### src/design/pito_params.svh
`ifndef PITO_PARAMS_SVH
`define PITO_PARAMS_SVH

//======================================================================
// Memory geometry
//======================================================================

// Depths in 32-bit words
`define PITO_IMEM_WORDS 256
`define PITO_DMEM_WORDS 256

// Word address widths
`define PITO_IMEM_AW 8
`define PITO_DMEM_AW 8

//======================================================================
// Memory-mapped I/O
//======================================================================

`define PITO_UART_TX_ADDR   32'h8000_0000
`define PITO_UART_STAT_ADDR 32'h8000_0001

// Clock cycles per serial bit
`define PITO_UART_CLKS_PER_BIT 8

`endif

### src/design/pito_uart_tx.sv
`timescale 1ns/1ps

`include "pito_params.svh"

module pito_uart_tx (
    input  logic       clk,
    input  logic       rst_n_i,
    input  logic       wr_i,
    input  logic [7:0] data_i,
    output logic       busy_o,
    output logic       tx_o
);

    localparam int unsigned ClksPerBit = `PITO_UART_CLKS_PER_BIT;
    localparam int unsigned CntW       = $clog2(ClksPerBit);

    logic [CntW-1:0] baud_cnt_q;
    logic [3:0]      bit_cnt_q;
    logic [8:0]      shift_q;
    logic            busy_q;
    logic            tx_q;

    // Start bit goes out together with busy
    // Shift register holds data then stop bit, LSB first
    always_ff @(posedge clk or negedge rst_n_i) begin
        if (!rst_n_i) begin
            baud_cnt_q <= '0;
            bit_cnt_q  <= '0;
            shift_q    <= '1;
            busy_q     <= 1'b0;
            tx_q       <= 1'b1;
        end else if (!busy_q) begin
            if (wr_i) begin
                shift_q    <= {1'b1, data_i};
                baud_cnt_q <= '0;
                bit_cnt_q  <= '0;
                busy_q     <= 1'b1;
                tx_q       <= 1'b0;
            end
        end else if (baud_cnt_q == CntW'(ClksPerBit - 1)) begin
            baud_cnt_q <= '0;
            if (bit_cnt_q == 4'd9) begin
                busy_q <= 1'b0;
                tx_q   <= 1'b1;
            end else begin
                tx_q      <= shift_q[0];
                shift_q   <= {1'b1, shift_q[8:1]};
                bit_cnt_q <= bit_cnt_q + 4'd1;
            end
        end else begin
            baud_cnt_q <= baud_cnt_q + 1'b1;
        end
    end

    assign busy_o = busy_q;
    assign tx_o   = tx_q;

    // Line idles high between frames
    a_idle_high: assert property (
        @(posedge clk) disable iff (!rst_n_i)
        !busy_o |-> tx_o
    ) else $error("pito_uart_tx line low while idle");

endmodule

### config.mk
export PLATFORM = sky130hd
export DESIGN_NAME = pito_uart_tx
export DESIGN_NICKNAME = d
export VERILOG_FILES = /design/src/design/pito_uart_tx.sv
export VERILOG_INCLUDE_DIRS = /design/src /design/src/design
export SDC_FILE = /design/constraint.sdc
export NUM_CORES = 1
export LEC_CHECK = 0
export BUFFER_PORTS_ARGS = -buffer_cell sky130_fd_sc_hd__buf_2
export CORE_ASPECT_RATIO = 0.7
export CORE_UTILIZATION = 40
export CTS_BUF_LIST = sky130_fd_sc_hd__clkbuf_4 sky130_fd_sc_hd__clkbuf_8 sky130_fd_sc_hd__clkbuf_16
export CTS_CLUSTER_DIAMETER = 40
export DETAILED_ROUTE_END_ITERATION = 8
export GPL_TIMING_DRIVEN = 0
export REMOVE_ABC_BUFFERS = 1
export SYNTH_ARGS = -nofsm -noshare
export SYNTH_HDL_FRONTEND = slang
export SYNTH_SLANG_ARGS = --single-unit
export TNS_END_PERCENT = 5
### constraint.sdc
create_clock -name clk -period 2.67 [get_ports clk]
set_clock_uncertainty 0.1 [all_clocks]
set_input_delay 0.1335 -clock clk [delete_from_list [all_inputs] [get_ports clk]]
set_output_delay 0.1335 -clock clk [all_outputs]
set_load 0.05 [all_outputs]
Yosys cells after proc, flatten, opt, wreduce, memory -nomap -nowiden:

Index checks and enable logic that the tools add are counted.
Widths: inputs -> output; s select.

* $add $sub $neg: 2
* equality and inequality tests: 4
* mux-type cells: 19
* reductions and logical operators: 3

Operators with widths (number)
* $mux 9: 4
* $mux 4: 4
* $mux 3: 3
* $mux 1: 8
* $add 4x1->4 const B: 1
* $eq 4x4->1 const B: 1
* $add 3x1->3 const B: 1
* $eq 3x3->1 const B: 1
* $reduce_and 3->1: 1
* $ne 2x1->1 const B: 1
* $ne 2x2->1 const B: 1
* $reduce_and 2->1: 1
* $reduce_bool 2->1: 1

* flip-flop bits (word level): 18
* bits of input ports: 11
* output and inout bits: 2
* word-level logic and storage cells: 33

Logic depth before layout (Yosys ltp):

* depth after elaboration: 4
* depth in mapped cells: 6

Least setup slack after synthesis:

Ideal clock, no wire load.

* path kind: reg2reg
* start: reg busy_q (netlist: busy_o)
* end: reg shift_q[3]
* setup time: 0.082 ns
* data arrival time: 1.542 ns
* data required time: 2.488 ns
* path slack: 0.946 ns
* stages on the path, launching flop included: 5
* path buffers: 2
* period minus slack after synthesis: 1.724 ns
* cells stage by stage: dfrtp_1 buf_4 buf_6 mux2_2 mux2_2

* cells in the longest elaborated chain, start to end: 2
* elaborated cells between the ends (all ways): 5
* classes of those cells: eq/ne (2); mux (1); reduce/logical (2)

Ends and longest elaborated chain
* start: declaration: RTL line pito_uart_tx.sv:20 `logic busy_q;`
* start signal: assignment: RTL line pito_uart_tx.sv:30 `busy_q <= 1'b0;`
* start signal: assignment: RTL line pito_uart_tx.sv:37 `busy_q <= 1'b1;`
* start signal: assignment: RTL line pito_uart_tx.sv:43 `busy_q <= 1'b0;`
* $ne 2x2->1 (no source line), or another cell as far along
* $reduce_and 3->1 (no source line)
* end signal: assignment: RTL line pito_uart_tx.sv:34 `shift_q <= {1'b1, data_i};`
* end signal: assignment: RTL line pito_uart_tx.sv:47 `shift_q <= {1'b1, shift_q[8:1]};`
* end: declaration: RTL line pito_uart_tx.sv:19 `logic [8:0] shift_q;`

Parallel ways exist; a longest one is shown, timed or not.
A chain may end at the register's enable or synchronous reset.

Worst setup path in the final report:

* start: reg busy_q (netlist: busy_o)
* end: reg shift_q[5]

The elaborated chain is that of the path after synthesis.

==> run_results.csv <==
group,metric,value,unit
drt,first_pass_iters,3,
floorplan,io_pins,13,
placement,io_buffers,12,
grt,grt_max_degree,26,
drt,drtAntennaViolNets,0,
critical_path,path_cells,"nand2_1 > o22ai_4 > mux2_2",
logic_synthesis,yosys_register_bits,17,
drt,vias_per_cell,5.016,
drt,routed_wl,1536,um
outcome,status,"completed",
logic_synthesis,synthTopCellsByArea,"dfstp_2, dfrtp_1, mux2_2",
critical_path,critPathBufInv,0,
sta,setup_ws,646.1,ps
clock_network,clockBufferDepth,2,
logic_synthesis,avgSynthCellArea,11.79,sq um
grt,grt_overflow,0,
sta,worst_slew_pin_slew,830.2,ps
placement,dp_worst_setup_slack,635.8,ps
clock_network,cts_tree,"yes",
sta,drv_slew,0,
sta,fin_crit,2024,ps
logic_synthesis,synth.distinct_cells,27,
sta,setup_viol,0,
critical_path,start_kind,"register",
grt,grt_pass1_vias,619,
sta,hold_viol,0,
final_layout,layout-drive-gt1-share,46.15,%
grt,grt_antenna_before_repair,0,
final_layout,area_growth,12.11,%
min_path,hold_path_depth,3,
clock_network,cts_buffers,3,
clock_network,cts.sinks,17,
critical_path,cp_top_family,"flip-flops",
critical_path,crit_required,2790,ps
logic_synthesis,syn-instance-count,78,
logic_synthesis,netlist_area,919.6,sq um
grt,grt_usage,15.20,%
power,total_power,1126,uW
floorplan,die_h,42.12,um
floorplan,die-area,2498,sq um
min_path,hp-class,"in2reg",
grt,grt_pass1_wl,2808,um
final_layout,diodes,0,
drt,num_vias,617,
clock_network,insertion_delay,290,ps
sta,fmax,494.1,MHz
floorplan,core,2155,sq um
logic_synthesis,yosysWarningCount,0,
critical_path,max_stage_delay,890,ps
critical_path,crit_slowest_cell,"dfrtp_1",
critical_path,r2r-start,"busy_o",
drt,drt_iter0_markers,14,
min_path,hold_end,"shift_q[7]",
final_layout,fin_nets,107,
floorplan,num_rows,14,
clock_network,root_buffer,"clkbuf_4",
sta,final.setup.tns,0,ps
critical_path,r2r_end,"shift_q[5]",
critical_path,critPathMaxFanout,25,
final_layout,mostFrequentLayoutCell,"mux2_2",
clock_network,post-cts-setup-buffer-count,0,
final_layout,layout_common_cells,"mux2_2, buf_2, dfstp_2, dfrtp_1, nand3_1",
placement,hpwl,1075,um
critical_path,crit_path_end_kind,"register",
min_path,min-delay-start,"data_i[7]",
power,p_leak,0.0004384,uW
floorplan,start_util,42.68,%
power,p_per_area,1092,nW/um^2
final_layout,stdcell_count,123,
critical_path,criticalPathCategory,"reg2reg",
sta,rsz0062_at_grt,"no",
logic_synthesis,yosysTopAreaCellShare,25.71,%
clock_network,clk_pin_slew,100,ps
floorplan,dieWidth,59.31,um
clock_network,htreeDepth,1,
logic_synthesis,ys_seq_area_share,47.48,%
critical_path,ff2ff_setup_slack,650,ps
placement,gp_congestion,0.7398,
power,ir_worst_vdd,368.7,uV
logic_synthesis,yosysTopAreaCell,"dfstp_2",
run,cap_violations,0,
sta,relSlewSlack,44.65,%
final_layout,fillCellCount,209,
drt,avgRoutedWirePerCell,12.49,um
drt,drc,0,
critical_path,crit_arrival,2140,ps
placement,dp_cells,118,
critical_path,worst_r2r_path_depth,3,
sta,timing.final.crit_share,75.80,%
## synth_stat cells
cell type / count
a211oi_1: 1
a21o_1: 2
a21oi_1: 4
a22o_1: 2
a31oi_1: 2
a32o_1: 1
and3b_4: 1
and4b_1: 1
buf_2: 2
buf_4: 1
buf_6: 1
dfrtp_1: 8
dfstp_2: 9
ha_1: 4
inv_1: 4
mux2_2: 14
nand2_1: 3
nand3_1: 5
nand3b_1: 1
nor2_1: 2
nor2b_1: 2
nor3_1: 2
o211ai_1: 1
o21ai_0: 1
o22ai_4: 1
or3_1: 2
or3_2: 1
## layer usage
metal	track usage (%)	routed length, um	up-vias
met2	22.92	668	10
met3	5.556	69	3
met4	4.286	10	0
li1	-	-	312
met5	0	0	-
met1	20.31	787	292
## where the power goes
part | total, uW | internal (uW) | switching, uW
clock network | 148 | 68.3 | 79.9
registers | 517 | 421 | 95.3
logic | 461 | 255 | 206
total | 1130 | 745 | 381
## sequential cells by signal (all words and copies together), names as in the netlist
register,count
baud_cnt_q,3
shift_q,8
bit_cnt_q,4
tx_o,1
busy_o,1
## logic make-up (layout without fill, tap and decap cells)
| group | count (synthesis) | after routing | synth area share [%] |
|---|---|---|---|
| simple gates | 20 | 20 | 12.65 |
| buf+inv | 8 | 21 | 4.762 |
| compound gates | 15 | 15 | 12.52 |
| fa+ha+maj | 4 | 4 | 5.442 |
| mux | 14 | 14 | 17.14 |
| flops | 17 | 17 | 47.48 |
## worst max path at each step
stage           start    endpoint  slack, ps  cells after the start
2_1_floorplan  busy_o  shift_q[0]        610                      3
3_3_place_gp   busy_o  shift_q[0]        640                      3
3_5_place_dp   busy_o  shift_q[5]        640                      3
4_1_cts        busy_o  shift_q[5]        600                      3
5_1_grt        busy_o  shift_q[5]        510                      3
6_report       busy_o  shift_q[5]        650                      3
## timing repair
action,CTS,global route
hold buffers,1,0
gates resized for setup,0,0
endpoints found under the hold margin,17,0
## worst reg2reg max path, delay by kind of cell (launching register included)
kind / cells / cell delay (ps)
and+or+nand+nor: 1 / 250
AOI/OAI and AO/OA: 1 / 320
muxes: 1 / 380
DFF: 1 / 890
## cell type report
class | instances | area (sq um) | area share, %
flip-flops and latches | 17 | 436.7 | 42.35
multi-input cells | 53 | 439.2 | 42.60
clock buffers | 4 | 30.03 | 2.913
inverters | 4 | 15.01 | 1.456
repair buffers | 13 | 70.07 | 6.796
well taps | 32 | 40.04 | 3.883
## through the flow
| stage | hold slack, ps | instance area (sq um) | utilization [%] |
|---|---|---|---|
| after floorplan | -262.1 | 890.9 | - |
| after global placement | -25.68 | 991.0 | 45.99 |
| after detailed placement | -22.34 | 991.0 | 45.99 |
| after CTS | 16.47 | 1031 | 47.85 |
| after global routing | 36.14 | 1031 | 47.85 |
| final | 26.00 | 1031 | 47.85 |
No activity file was read; power rests on OpenSTA's default activity.
