`src/design/pito_params.svh`:
```
`ifndef PITO_PARAMS_SVH
`define PITO_PARAMS_SVH

//======================================================================
// Memory geometry
//======================================================================

// Depths in 32-bit words
`define PITO_IMEM_WORDS 256
`define PITO_DMEM_WORDS 256

// Word address widths
`define PITO_IMEM_AW 8
`define PITO_DMEM_AW 8

//======================================================================
// Memory-mapped I/O
//======================================================================

`define PITO_UART_TX_ADDR   32'h8000_0000
`define PITO_UART_STAT_ADDR 32'h8000_0001

// Clock cycles per serial bit
`define PITO_UART_CLKS_PER_BIT 8

`endif

```
`src/design/pito_pkg.sv`:
```
package pito_pkg;

    // Basic machine types
    typedef logic [31:0] pito_data_t;
    typedef logic [31:0] pito_addr_t;

    //======================================================================
    // Major opcodes handled by the core
    //======================================================================

    // Anything outside this list runs as a no-op
    typedef enum logic [6:0] {
        OP_LUI    = 7'b0110111,
        OP_OPIMM  = 7'b0010011,
        OP_OP     = 7'b0110011,
        OP_LOAD   = 7'b0000011,
        OP_STORE  = 7'b0100011,
        OP_BRANCH = 7'b1100011,
        OP_JAL    = 7'b1101111
    } pito_opcode_e;

    //======================================================================
    // Core sequencing
    //======================================================================

    // IDLE holds the PC at zero until fetch is enabled
    // FETCH issues the instruction read
    // EXEC decodes, writes back and issues data requests
    // MEM collects load data
    typedef enum logic [1:0] {
        ST_IDLE  = 2'd0,
        ST_FETCH = 2'd1,
        ST_EXEC  = 2'd2,
        ST_MEM   = 2'd3
    } pito_state_e;

endpackage

```
`src/design/pito_core.sv`:
```
`timescale 1ns/1ps

module pito_core import pito_pkg::*; (
    input  logic       clk,
    input  logic       rst_n_i,
    input  logic       fetch_en_i,
    output logic       imem_req_o,
    output pito_addr_t imem_addr_o,
    input  pito_data_t imem_rdata_i,
    output logic       dmem_req_o,
    output logic       dmem_we_o,
    output pito_addr_t dmem_addr_o,
    output pito_data_t dmem_wdata_o,
    output logic [3:0] dmem_be_o,
    input  pito_data_t dmem_rdata_i
);

    pito_state_e  state_q, state_d;
    pito_addr_t   pc_q, pc_d;
    pito_addr_t   pc_plus4;
    pito_data_t   regs [32];
    pito_data_t   instr;
    pito_opcode_e opcode;
    logic [4:0]   rs1, rs2, rd;
    logic [2:0]   funct3;
    pito_data_t   rs1_val, rs2_val;
    pito_data_t   imm_i, imm_s, imm_b, imm_u, imm_j;
    pito_data_t   add_b, add_res;
    logic         ne;
    logic         rf_we;
    pito_data_t   rf_wdata;

    //======================================================================
    // Decode
    //======================================================================

    // Instruction word stays valid through EXEC and MEM
    assign instr  = imem_rdata_i;
    assign opcode = pito_opcode_e'(instr[6:0]);
    assign rd     = instr[11:7];
    assign funct3 = instr[14:12];
    assign rs1    = instr[19:15];
    assign rs2    = instr[24:20];

    assign imm_i = {{20{instr[31]}}, instr[31:20]};
    assign imm_s = {{20{instr[31]}}, instr[31:25], instr[11:7]};
    assign imm_b = {{19{instr[31]}}, instr[31], instr[7], instr[30:25], instr[11:8], 1'b0};
    assign imm_u = {instr[31:12], 12'b0};
    assign imm_j = {{11{instr[31]}}, instr[31], instr[19:12], instr[20], instr[30:21], 1'b0};

    // x0 reads as zero
    assign rs1_val = (rs1 == 5'd0) ? '0 : regs[rs1];
    assign rs2_val = (rs2 == 5'd0) ? '0 : regs[rs2];

    // Adder and comparator
    always_comb begin
        case (opcode)
            OP_OP:    add_b = rs2_val;
            OP_STORE: add_b = imm_s;
            default:  add_b = imm_i;
        endcase
    end

    assign add_res  = rs1_val + add_b;
    assign ne       = (rs1_val != rs2_val);
    assign pc_plus4 = pc_q + 32'd4;

    //======================================================================
    // Sequencer
    //======================================================================

    always_comb begin
        state_d    = state_q;
        pc_d       = pc_q;
        imem_req_o = 1'b0;
        dmem_req_o = 1'b0;
        dmem_we_o  = 1'b0;
        rf_we      = 1'b0;
        rf_wdata   = add_res;
        case (state_q)
            ST_IDLE: begin
                if (fetch_en_i) begin
                    state_d = ST_FETCH;
                end
            end
            ST_FETCH: begin
                imem_req_o = 1'b1;
                state_d    = ST_EXEC;
            end
            ST_EXEC: begin
                pc_d    = pc_plus4;
                state_d = ST_FETCH;
                case (opcode)
                    OP_LUI: begin
                        rf_we    = 1'b1;
                        rf_wdata = imm_u;
                    end
                    OP_OPIMM, OP_OP: rf_we = 1'b1;
                    OP_LOAD: begin
                        dmem_req_o = 1'b1;
                        state_d    = ST_MEM;
                    end
                    OP_STORE: begin
                        dmem_req_o = 1'b1;
                        dmem_we_o  = 1'b1;
                        state_d    = ST_MEM;
                    end
                    // Only BNE among the branches
                    OP_BRANCH: begin
                        if (funct3 == 3'b001 && ne) begin
                            pc_d = pc_q + imm_b;
                        end
                    end
                    OP_JAL: begin
                        rf_we    = 1'b1;
                        rf_wdata = pc_plus4;
                        pc_d     = pc_q + imm_j;
                    end
                    default: ;
                endcase
            end
            ST_MEM: begin
                state_d = ST_FETCH;
                if (opcode == OP_LOAD) begin
                    rf_we    = 1'b1;
                    rf_wdata = dmem_rdata_i;
                end
            end
            default: state_d = ST_IDLE;
        endcase
        // Dropping fetch enable parks the core
        if (!fetch_en_i) begin
            state_d = ST_IDLE;
            pc_d    = '0;
        end
    end

    always_ff @(posedge clk or negedge rst_n_i) begin
        if (!rst_n_i) begin
            state_q <= ST_IDLE;
            pc_q    <= '0;
        end else begin
            state_q <= state_d;
            pc_q    <= pc_d;
        end
    end

    always_ff @(posedge clk) begin
        if (rf_we && rd != 5'd0) begin
            regs[rd] <= rf_wdata;
        end
    end

    assign imem_addr_o  = pc_q;
    assign dmem_addr_o  = add_res;
    assign dmem_wdata_o = rs2_val;
    assign dmem_be_o    = 4'b1111;

    // Branch and jump targets must keep fetches on word boundaries
    a_fetch_aligned: assert property (
        @(posedge clk) disable iff (!rst_n_i)
        imem_req_o |-> (imem_addr_o[1:0] == 2'b00)
    ) else $error("pito_core fetch from unaligned address 0x%08h", imem_addr_o);

endmodule

```
`config.mk`:
```
export PLATFORM = sky130hd
export DESIGN_NAME = pito_core
export DESIGN_NICKNAME = d
export VERILOG_FILES = /design/src/design/pito_params.svh /design/src/design/pito_pkg.sv /design/src/design/pito_core.sv
export SDC_FILE = /design/constraint.sdc
export NUM_CORES = 2
export LEC_CHECK = 0
export ABC_CLOCK_PERIOD_IN_PS = 6250
export BUFFER_PORTS_ARGS = -buffer_cell sky130_fd_sc_hd__buf_4
export CAP_MARGIN = 0
export CELL_PAD_IN_SITES_DETAIL_PLACEMENT = 1
export CELL_PAD_IN_SITES_GLOBAL_PLACEMENT = 2
export CORE_MARGIN = 2
export CORE_UTILIZATION = 43
export DETAILED_ROUTE_END_ITERATION = 8
export GPL_TIMING_DRIVEN = 0
export PLACE_DENSITY = 0.8
export SLEW_MARGIN = 30
export SYNTH_ARGS = -nofsm -noshare
export SYNTH_HDL_FRONTEND = slang
export SYNTH_SLANG_ARGS = --single-unit
export TNS_END_PERCENT = 50
```
`constraint.sdc`:
```
create_clock -name clk -period 6.25 [get_ports clk]
set_input_delay 0.3125 -clock clk [delete_from_list [all_inputs] [get_ports clk]]
set_output_delay 0.3125 -clock clk [all_outputs]
set_load 0.05 [all_outputs]
```
Yosys cells after proc, flatten, opt, wreduce, memory -nomap -nowiden. Memory sizes are Yosys's and may differ from the RTL's. Cells that the tools add are included.

Register bits: 34. Word-level logic and storage cells: 52. Output and inout bits: 103. Input bits: 67. RAM bits: 1024. Memories kept: 1.

Memories: regs (depth 32, bits a word 32, read ports 2, clocked after memory_dff 0, wr ports 1, line pito_core.sv:21) `pito_data_t regs [32];`.

Equality and inequality tests: 13. Add/sub/neg operators: 4. Mux-type cells: 23. Reductions and logical operators: 9.

Operators by type and width (number): case mux 32 bit (2 select lines) (4); two-way mux 32 bit (6); adder 32 bit (3); adder 32 x 3 -> 32 bit, second input constant (1); inequality test 32 bit (1); equality test 7 x 6 -> 1 bit, second input constant (3); equality test 7 bit, second input constant (2); logical NOT 5 bit (2); two-way mux 1 bit (9); equality test 7 x 2 -> 1 bit, second input constant (1); equality test 7 x 5 -> 1 bit, second input constant (1); case mux 2 bit (3 select lines) (1); nonzero test 5 bit (1); equality test 2 bit, second input constant (2); two-way mux 2 bit (2); OR reduction 2 bit (2); OR reduction 4 bit (1); equality test 3 x 1 -> 1 bit, second input constant (1); equality test 2 x 1 -> 1 bit, second input constant (1); logical AND 1 bit (2); logical NOT 2 bit (1); inequality test 2 x 1 -> 1 bit, second input constant (1); case mux 1 bit (2 select lines) (1).

Depth between registers and ports, before layout.
Depth in word-level cells: 8. Mapped depth: 27. Mapped depth without buffers: 22.

Worst setup path before layout. OpenSTA, ideal clock, no wires.

Kind: in2reg. Start: input imem_rdata_i[20]. End: memory regs[0][29] in the netlist's numbering, data pin. Setup slack: -884 ps. Path buffers: 3. Arrival time: 6851 ps. Stages on the path: 22. Library setup time: 283 ps. Required time: 5967 ps. Path through: buf_6 -> buf_6 -> buf_4 -> mux4_2 -> mux4_2 -> a21oi_1 -> o21ai_0 -> nand2_1 -> nand2_1 -> ha_1 -> or3_1 -> a211oi_1 -> o21ai_1 -> a221o_1 -> a21oi_1 -> a21oi_1 -> a221o_1 -> a21o_1 -> a211oi_1 -> a21oi_1 -> xor2_1 -> a221o_1.

Longest elaborated chain between the ends: 6. Elaborated cells on any way between the ends: 8. Classes of those cells: add/sub: 1; mux: 5; reduce/logical: 1; memory: 1.

Ends and longest elaborated chain: from (decl) (line pito_core.sv:9) `input pito_data_t imem_rdata_i,`; memory read (32 x 32 bit) / logical NOT 5 bit (equally long branches); two-way mux 32 bit * (line pito_core.sv:53) `assign rs2_val = (rs2 == 5'd0) ? '0 : regs[rs2];`; via dmem_wdata_o[6] (line pito_core.sv:13) `output pito_data_t dmem_wdata_o,`; case mux 32 bit (2 select lines) * (line pito_core.sv:57) `case (opcode)`; adder 32 bit * (line pito_core.sv:64) `assign add_res = rs1_val + add_b;`; via dmem_addr_o[29] (line pito_core.sv:12) `output pito_addr_t dmem_addr_o,`; case mux 32 bit (2 select lines) / two-way mux 32 bit (equally long branches) (line pito_core.sv:93, pito_core.sv:124); case mux 32 bit (2 select lines) * (line pito_core.sv:80) `case (state_q)`; via rf_wdata[29] (line pito_core.sv:31) `pito_data_t rf_wdata;`; to (decl) (line pito_core.sv:21).

Mark *: on every way through the listed nets, which the timed path passes. The rest lies on a longest branch.

Final worst setup path.
Start: input imem_rdata_i[16]. End: output dmem_addr_o[29].

Longest elaborated chain between the ends: 3. Elaborated cells on any way between the ends: 4. Classes of those cells: add/sub: 1; mux: 1; reduce/logical: 1; memory: 1.

Ends and longest elaborated chain: memory read (32 x 32 bit) / logical NOT 5 bit (equally long branches); two-way mux 32 bit * (line pito_core.sv:52) `assign rs1_val = (rs1 == 5'd0) ? '0 : regs[rs1];`; adder 32 bit * (line pito_core.sv:64); to (decl) (line pito_core.sv:12).

Mark *: on every way between the ends. The rest lies on a longest branch, timed or not.

==> flow_summary.ini <==
[outcome]
status = complete, but fails checks
violations = setup timing

[sta]
relSlewSlack_pct = 26.1
maxSlewViolCount = 0
hold_viol_final = 0
rsz0062_at_grt = true
fin_crit_sh_pct = 106
worst_pin_slew_ns = 1.10
fin_hold_ws_ns = 0.0684
fin_worst_skew_ns = 0.0595
min_period_ns = 6.59
fmax_mhz = 152
fin_ws_ns = -0.344
finalSetupViolations = 97

[clock_network]
cts_root_buf = clkbuf_16
cts_buffers = 112
clk-insertion-delay-late_ns = 0.80
cts_max_path_buffers = 3
htree_levels = 3
path_clk_slew_ns = 0.07
clkSinkCount = 1057
cts_tree = done

[final_layout]
finalInstanceArea_sq_um = 67300
final_layout_size_suffix_gt1_share_pct = 33.4
syn_to_final_growth_pct = 21.6
fin_nets = 4089
stdcell_count = 5700

[yosys]
ys_warn_count = 0
avgSynthCellArea_sq_um = 15.9
yosysUniqueCellTypes = 83
synth_compound_area_share_pct = 7.51
synth_top_family_by_area = multiplexers
syn_area_sq_um = 55400
netlist_instances = 3473
synth.top_cell.area_share_pct = 55.6
synth_flop_cell = edfxtp_1
yosys-top-cells-area = edfxtp_1 56%, mux4_2 21%, mux2i_1 2.6%
ys_seq_area_share_pct = 57.0
synthXorXnorAreaFrac_pct = 2.09
synth_edf_count = 1024
synth_top_cell_by_area = edfxtp_1
async_reset_ff_share_pct = 3.12
synth_fa_ha_area_share_pct = 1.83
ys_seq_elements = 1057
synth-simple-area-share_pct = 5.13
synthMuxAreaShare_pct = 23.4

[floorplanning]
initial_core_util_pct = 43.4
die_h_um = 363
coreArea_sq_um = 128000
die_area_sq_um = 132000
die_w_um = 363
num_rows = 131
io_pins = 170

[drt]
drt-initial-drc-count = 7190
viasPerCell = 7.30
routed_wirelength_um = 258000
drt.antenna.violating_nets = 0
dr.pass1.iters = 6
drc = 0
wl_per_cell_um = 45.3
num_vias = 41602

[power_and_ir_drop]
ir_drop_v = 0.000224
p_leak_uw = 0.0232
p_per_area_nw_per_um2 = 292

[critical_path]
r2r_slack_ns = 0.12
cp_data_arrival_time_ns = 6.28
cp-start-kind = primary input
worstSetupPathType = in -> out
cp_cell_sequence = buf_4, buf_2, buf_6, buf_2, buf_2, mux2i_1, a32oi_1, nand3_1, inv_1, ha_1, and3_1, a221o_1, a21oi_2, a21oi_2, a221o_1, a21o_4, a211oi_4, buf_6, a21oi_4, xor2_4, buf_6
crit_fanout = 10
crit_buf_inv = 8
cp_top_family = buffers and inverters
rr_worst_depth = 20
cp_data_required_time_ns = 5.94
slowest_stage = buf_2
max_stage_delay_ns = 0.71
worstSetupEndpointType = output pin
cp_num_cells = 21

[min_path]
hold_class = in -> async

[flow_run]
cap_violations = 0

[grt]
overflow = 0
antenna_found_initial = 9
grt_pass1_wl_um = 346000
grt_usage_pct = 38.8
grt_max_degree = 34
first_global_vias = 41175

[placement]
post-dp-hpwl_um = 184000
port_buffers = 164
placement.cell_area_sq_um = 62100
placedCellCount = 5442
place.gp.congestion = 0.993
==> worst reg2reg max path: cells and delay by family (launching register included) <==
family                   cells  cell delay [ns]
XOR/XNOR                     1             0.16
flip-flops                   1             0.39
adder cells (fa/ha/maj)      1             0.26
AO/OA/AOI/OAI               10             2.31
AND/OR/NAND/NOR              5             1.39
buffers and inverters        1             0.18
multiplexers                 2             1.06
==> cell usage after synthesis, types with 63 or more instances <==
library cell and n:
o21ai_0 117, nand2_1 232, mux2i_1 143, edfxtp_1 1024
nor2_1 163, inv_1 64, clkbuf_1 91, mux4_2 508
ha_1 76, xnor2_1 69, xor2_1 63, a21oi_1 145
==> state kept, by name, summed over array words and instances, names as in the netlist <==
signal	flops
imem_addr_o	31
regs	1024
state_q	2
==> logic make-up after synthesis <==
family                   Yosys count
XOR/XNOR                         132
AND/OR/NAND/NOR                  618
multiplexers                     659
adder cells (fa/ha/maj)           79
flip-flops                      1057
AO/OA/AOI/OAI                    622
other                              2
buffers and inverters            304
==> cells in the final DEF, fill, tap and decap left out, drive strengths merged, types with 16 or more instances in the layout <==
cell     Yosys  routed
edfxtp    1024    1024
mux4       508     508
buf        146     465
nand2      233     233
clkbuf      92     224
nor2       164     164
a21oi      150     150
mux2i      143     143
o21ai      123     123
ha          76      76
xnor2       69      69
inv         65      69
xor2        63      63
a22oi       62      62
nand3       54      54
clkinv       1      53
a21o        46      46
conb         2      37
o22ai       35      35
dfrtp       33      33
nor3        28      28
and3        27      27
o2111ai     23      23
a221o       23      23
nor2b       22      22
a211oi      22      22
a221oi      21      21
a31oi       20      20
and2        17      17
a22o        16      16
nand4       16      16
==> power breakdown <==
group | switching (uW) | total, uW | internal [uW]
logic | 3020 | 4300 | 1290
clock network | 3050 | 6760 | 3710
registers | 56.6 | 8590 | 8540
==> cell type report <==
class / count / area, sq um
Timing Repair Buffer: 324 / 4440
Antenna cell: 3 / 7.51
Inverter: 66 / 249
Tap cell: 1662 / 2080
Sequential cell: 1057 / 31600
Fill cell: 11871 / 60400
Multi-Input combinational cell: 2147 / 23200
Clock inverter: 73 / 658
Clock buffer: 133 / 2920
Buffer: 235 / 2110
==> path summary, 6_finish.rpt <==
kind	startpoint	end
max in group asynchronous	rst_n_i	imem_addr_o[28]$_DFFE_PN0N_
min reg2reg	imem_addr_o[26]$_DFFE_PN0N_	imem_addr_o[26]$_DFFE_PN0N_
min	rst_n_i	imem_addr_o[22]$_DFFE_PN0N_
max	imem_rdata_i[16]	dmem_addr_o[29]
max reg2reg	regs[28][6]$_DFFE_PP_	regs[27][27]$_DFFE_PP_
min in group clk	dmem_rdata_i[15]	regs[15][15]$_DFFE_PP_
==> stage by stage <==
stage	total power [uW]	setup TNS, ns	util [%]	setup slack (ns)
after floorplan	10900	-20.00	-	-0.196
after global placement	12400	-3867.01	46.1	-4.29
after detailed placement	12600	-1435.63	48.6	-2.62
after CTS	19300	-0.704	52.3	-0.209
after global routing	19900	-1.20	52.7	-0.246
final	19700	-3.13	52.7	-0.344
==> layer usage <==
metal	global-route usage (%)	vias to the layer above	share of wire (%)
met5	1.04	-	0.11
li1	-	15225	-
met2	57.6	4054	44
met4	29.1	12	9.0
met1	46.9	21256	33
met3	12.9	1055	15
==> what timing repair did <==
| item | CTS | global route |
|---|---|---|
| pin swaps | 38 | 16 |
| setup endpoints to repair | 697 | 140 |
| setup buffers | 28 | 20 |
| resized for setup | 213 | 81 |
| hold buffers | 3 | 0 |
| hold endpoints to repair | 40 | 0 |
(Power assumes the default switching activity.)
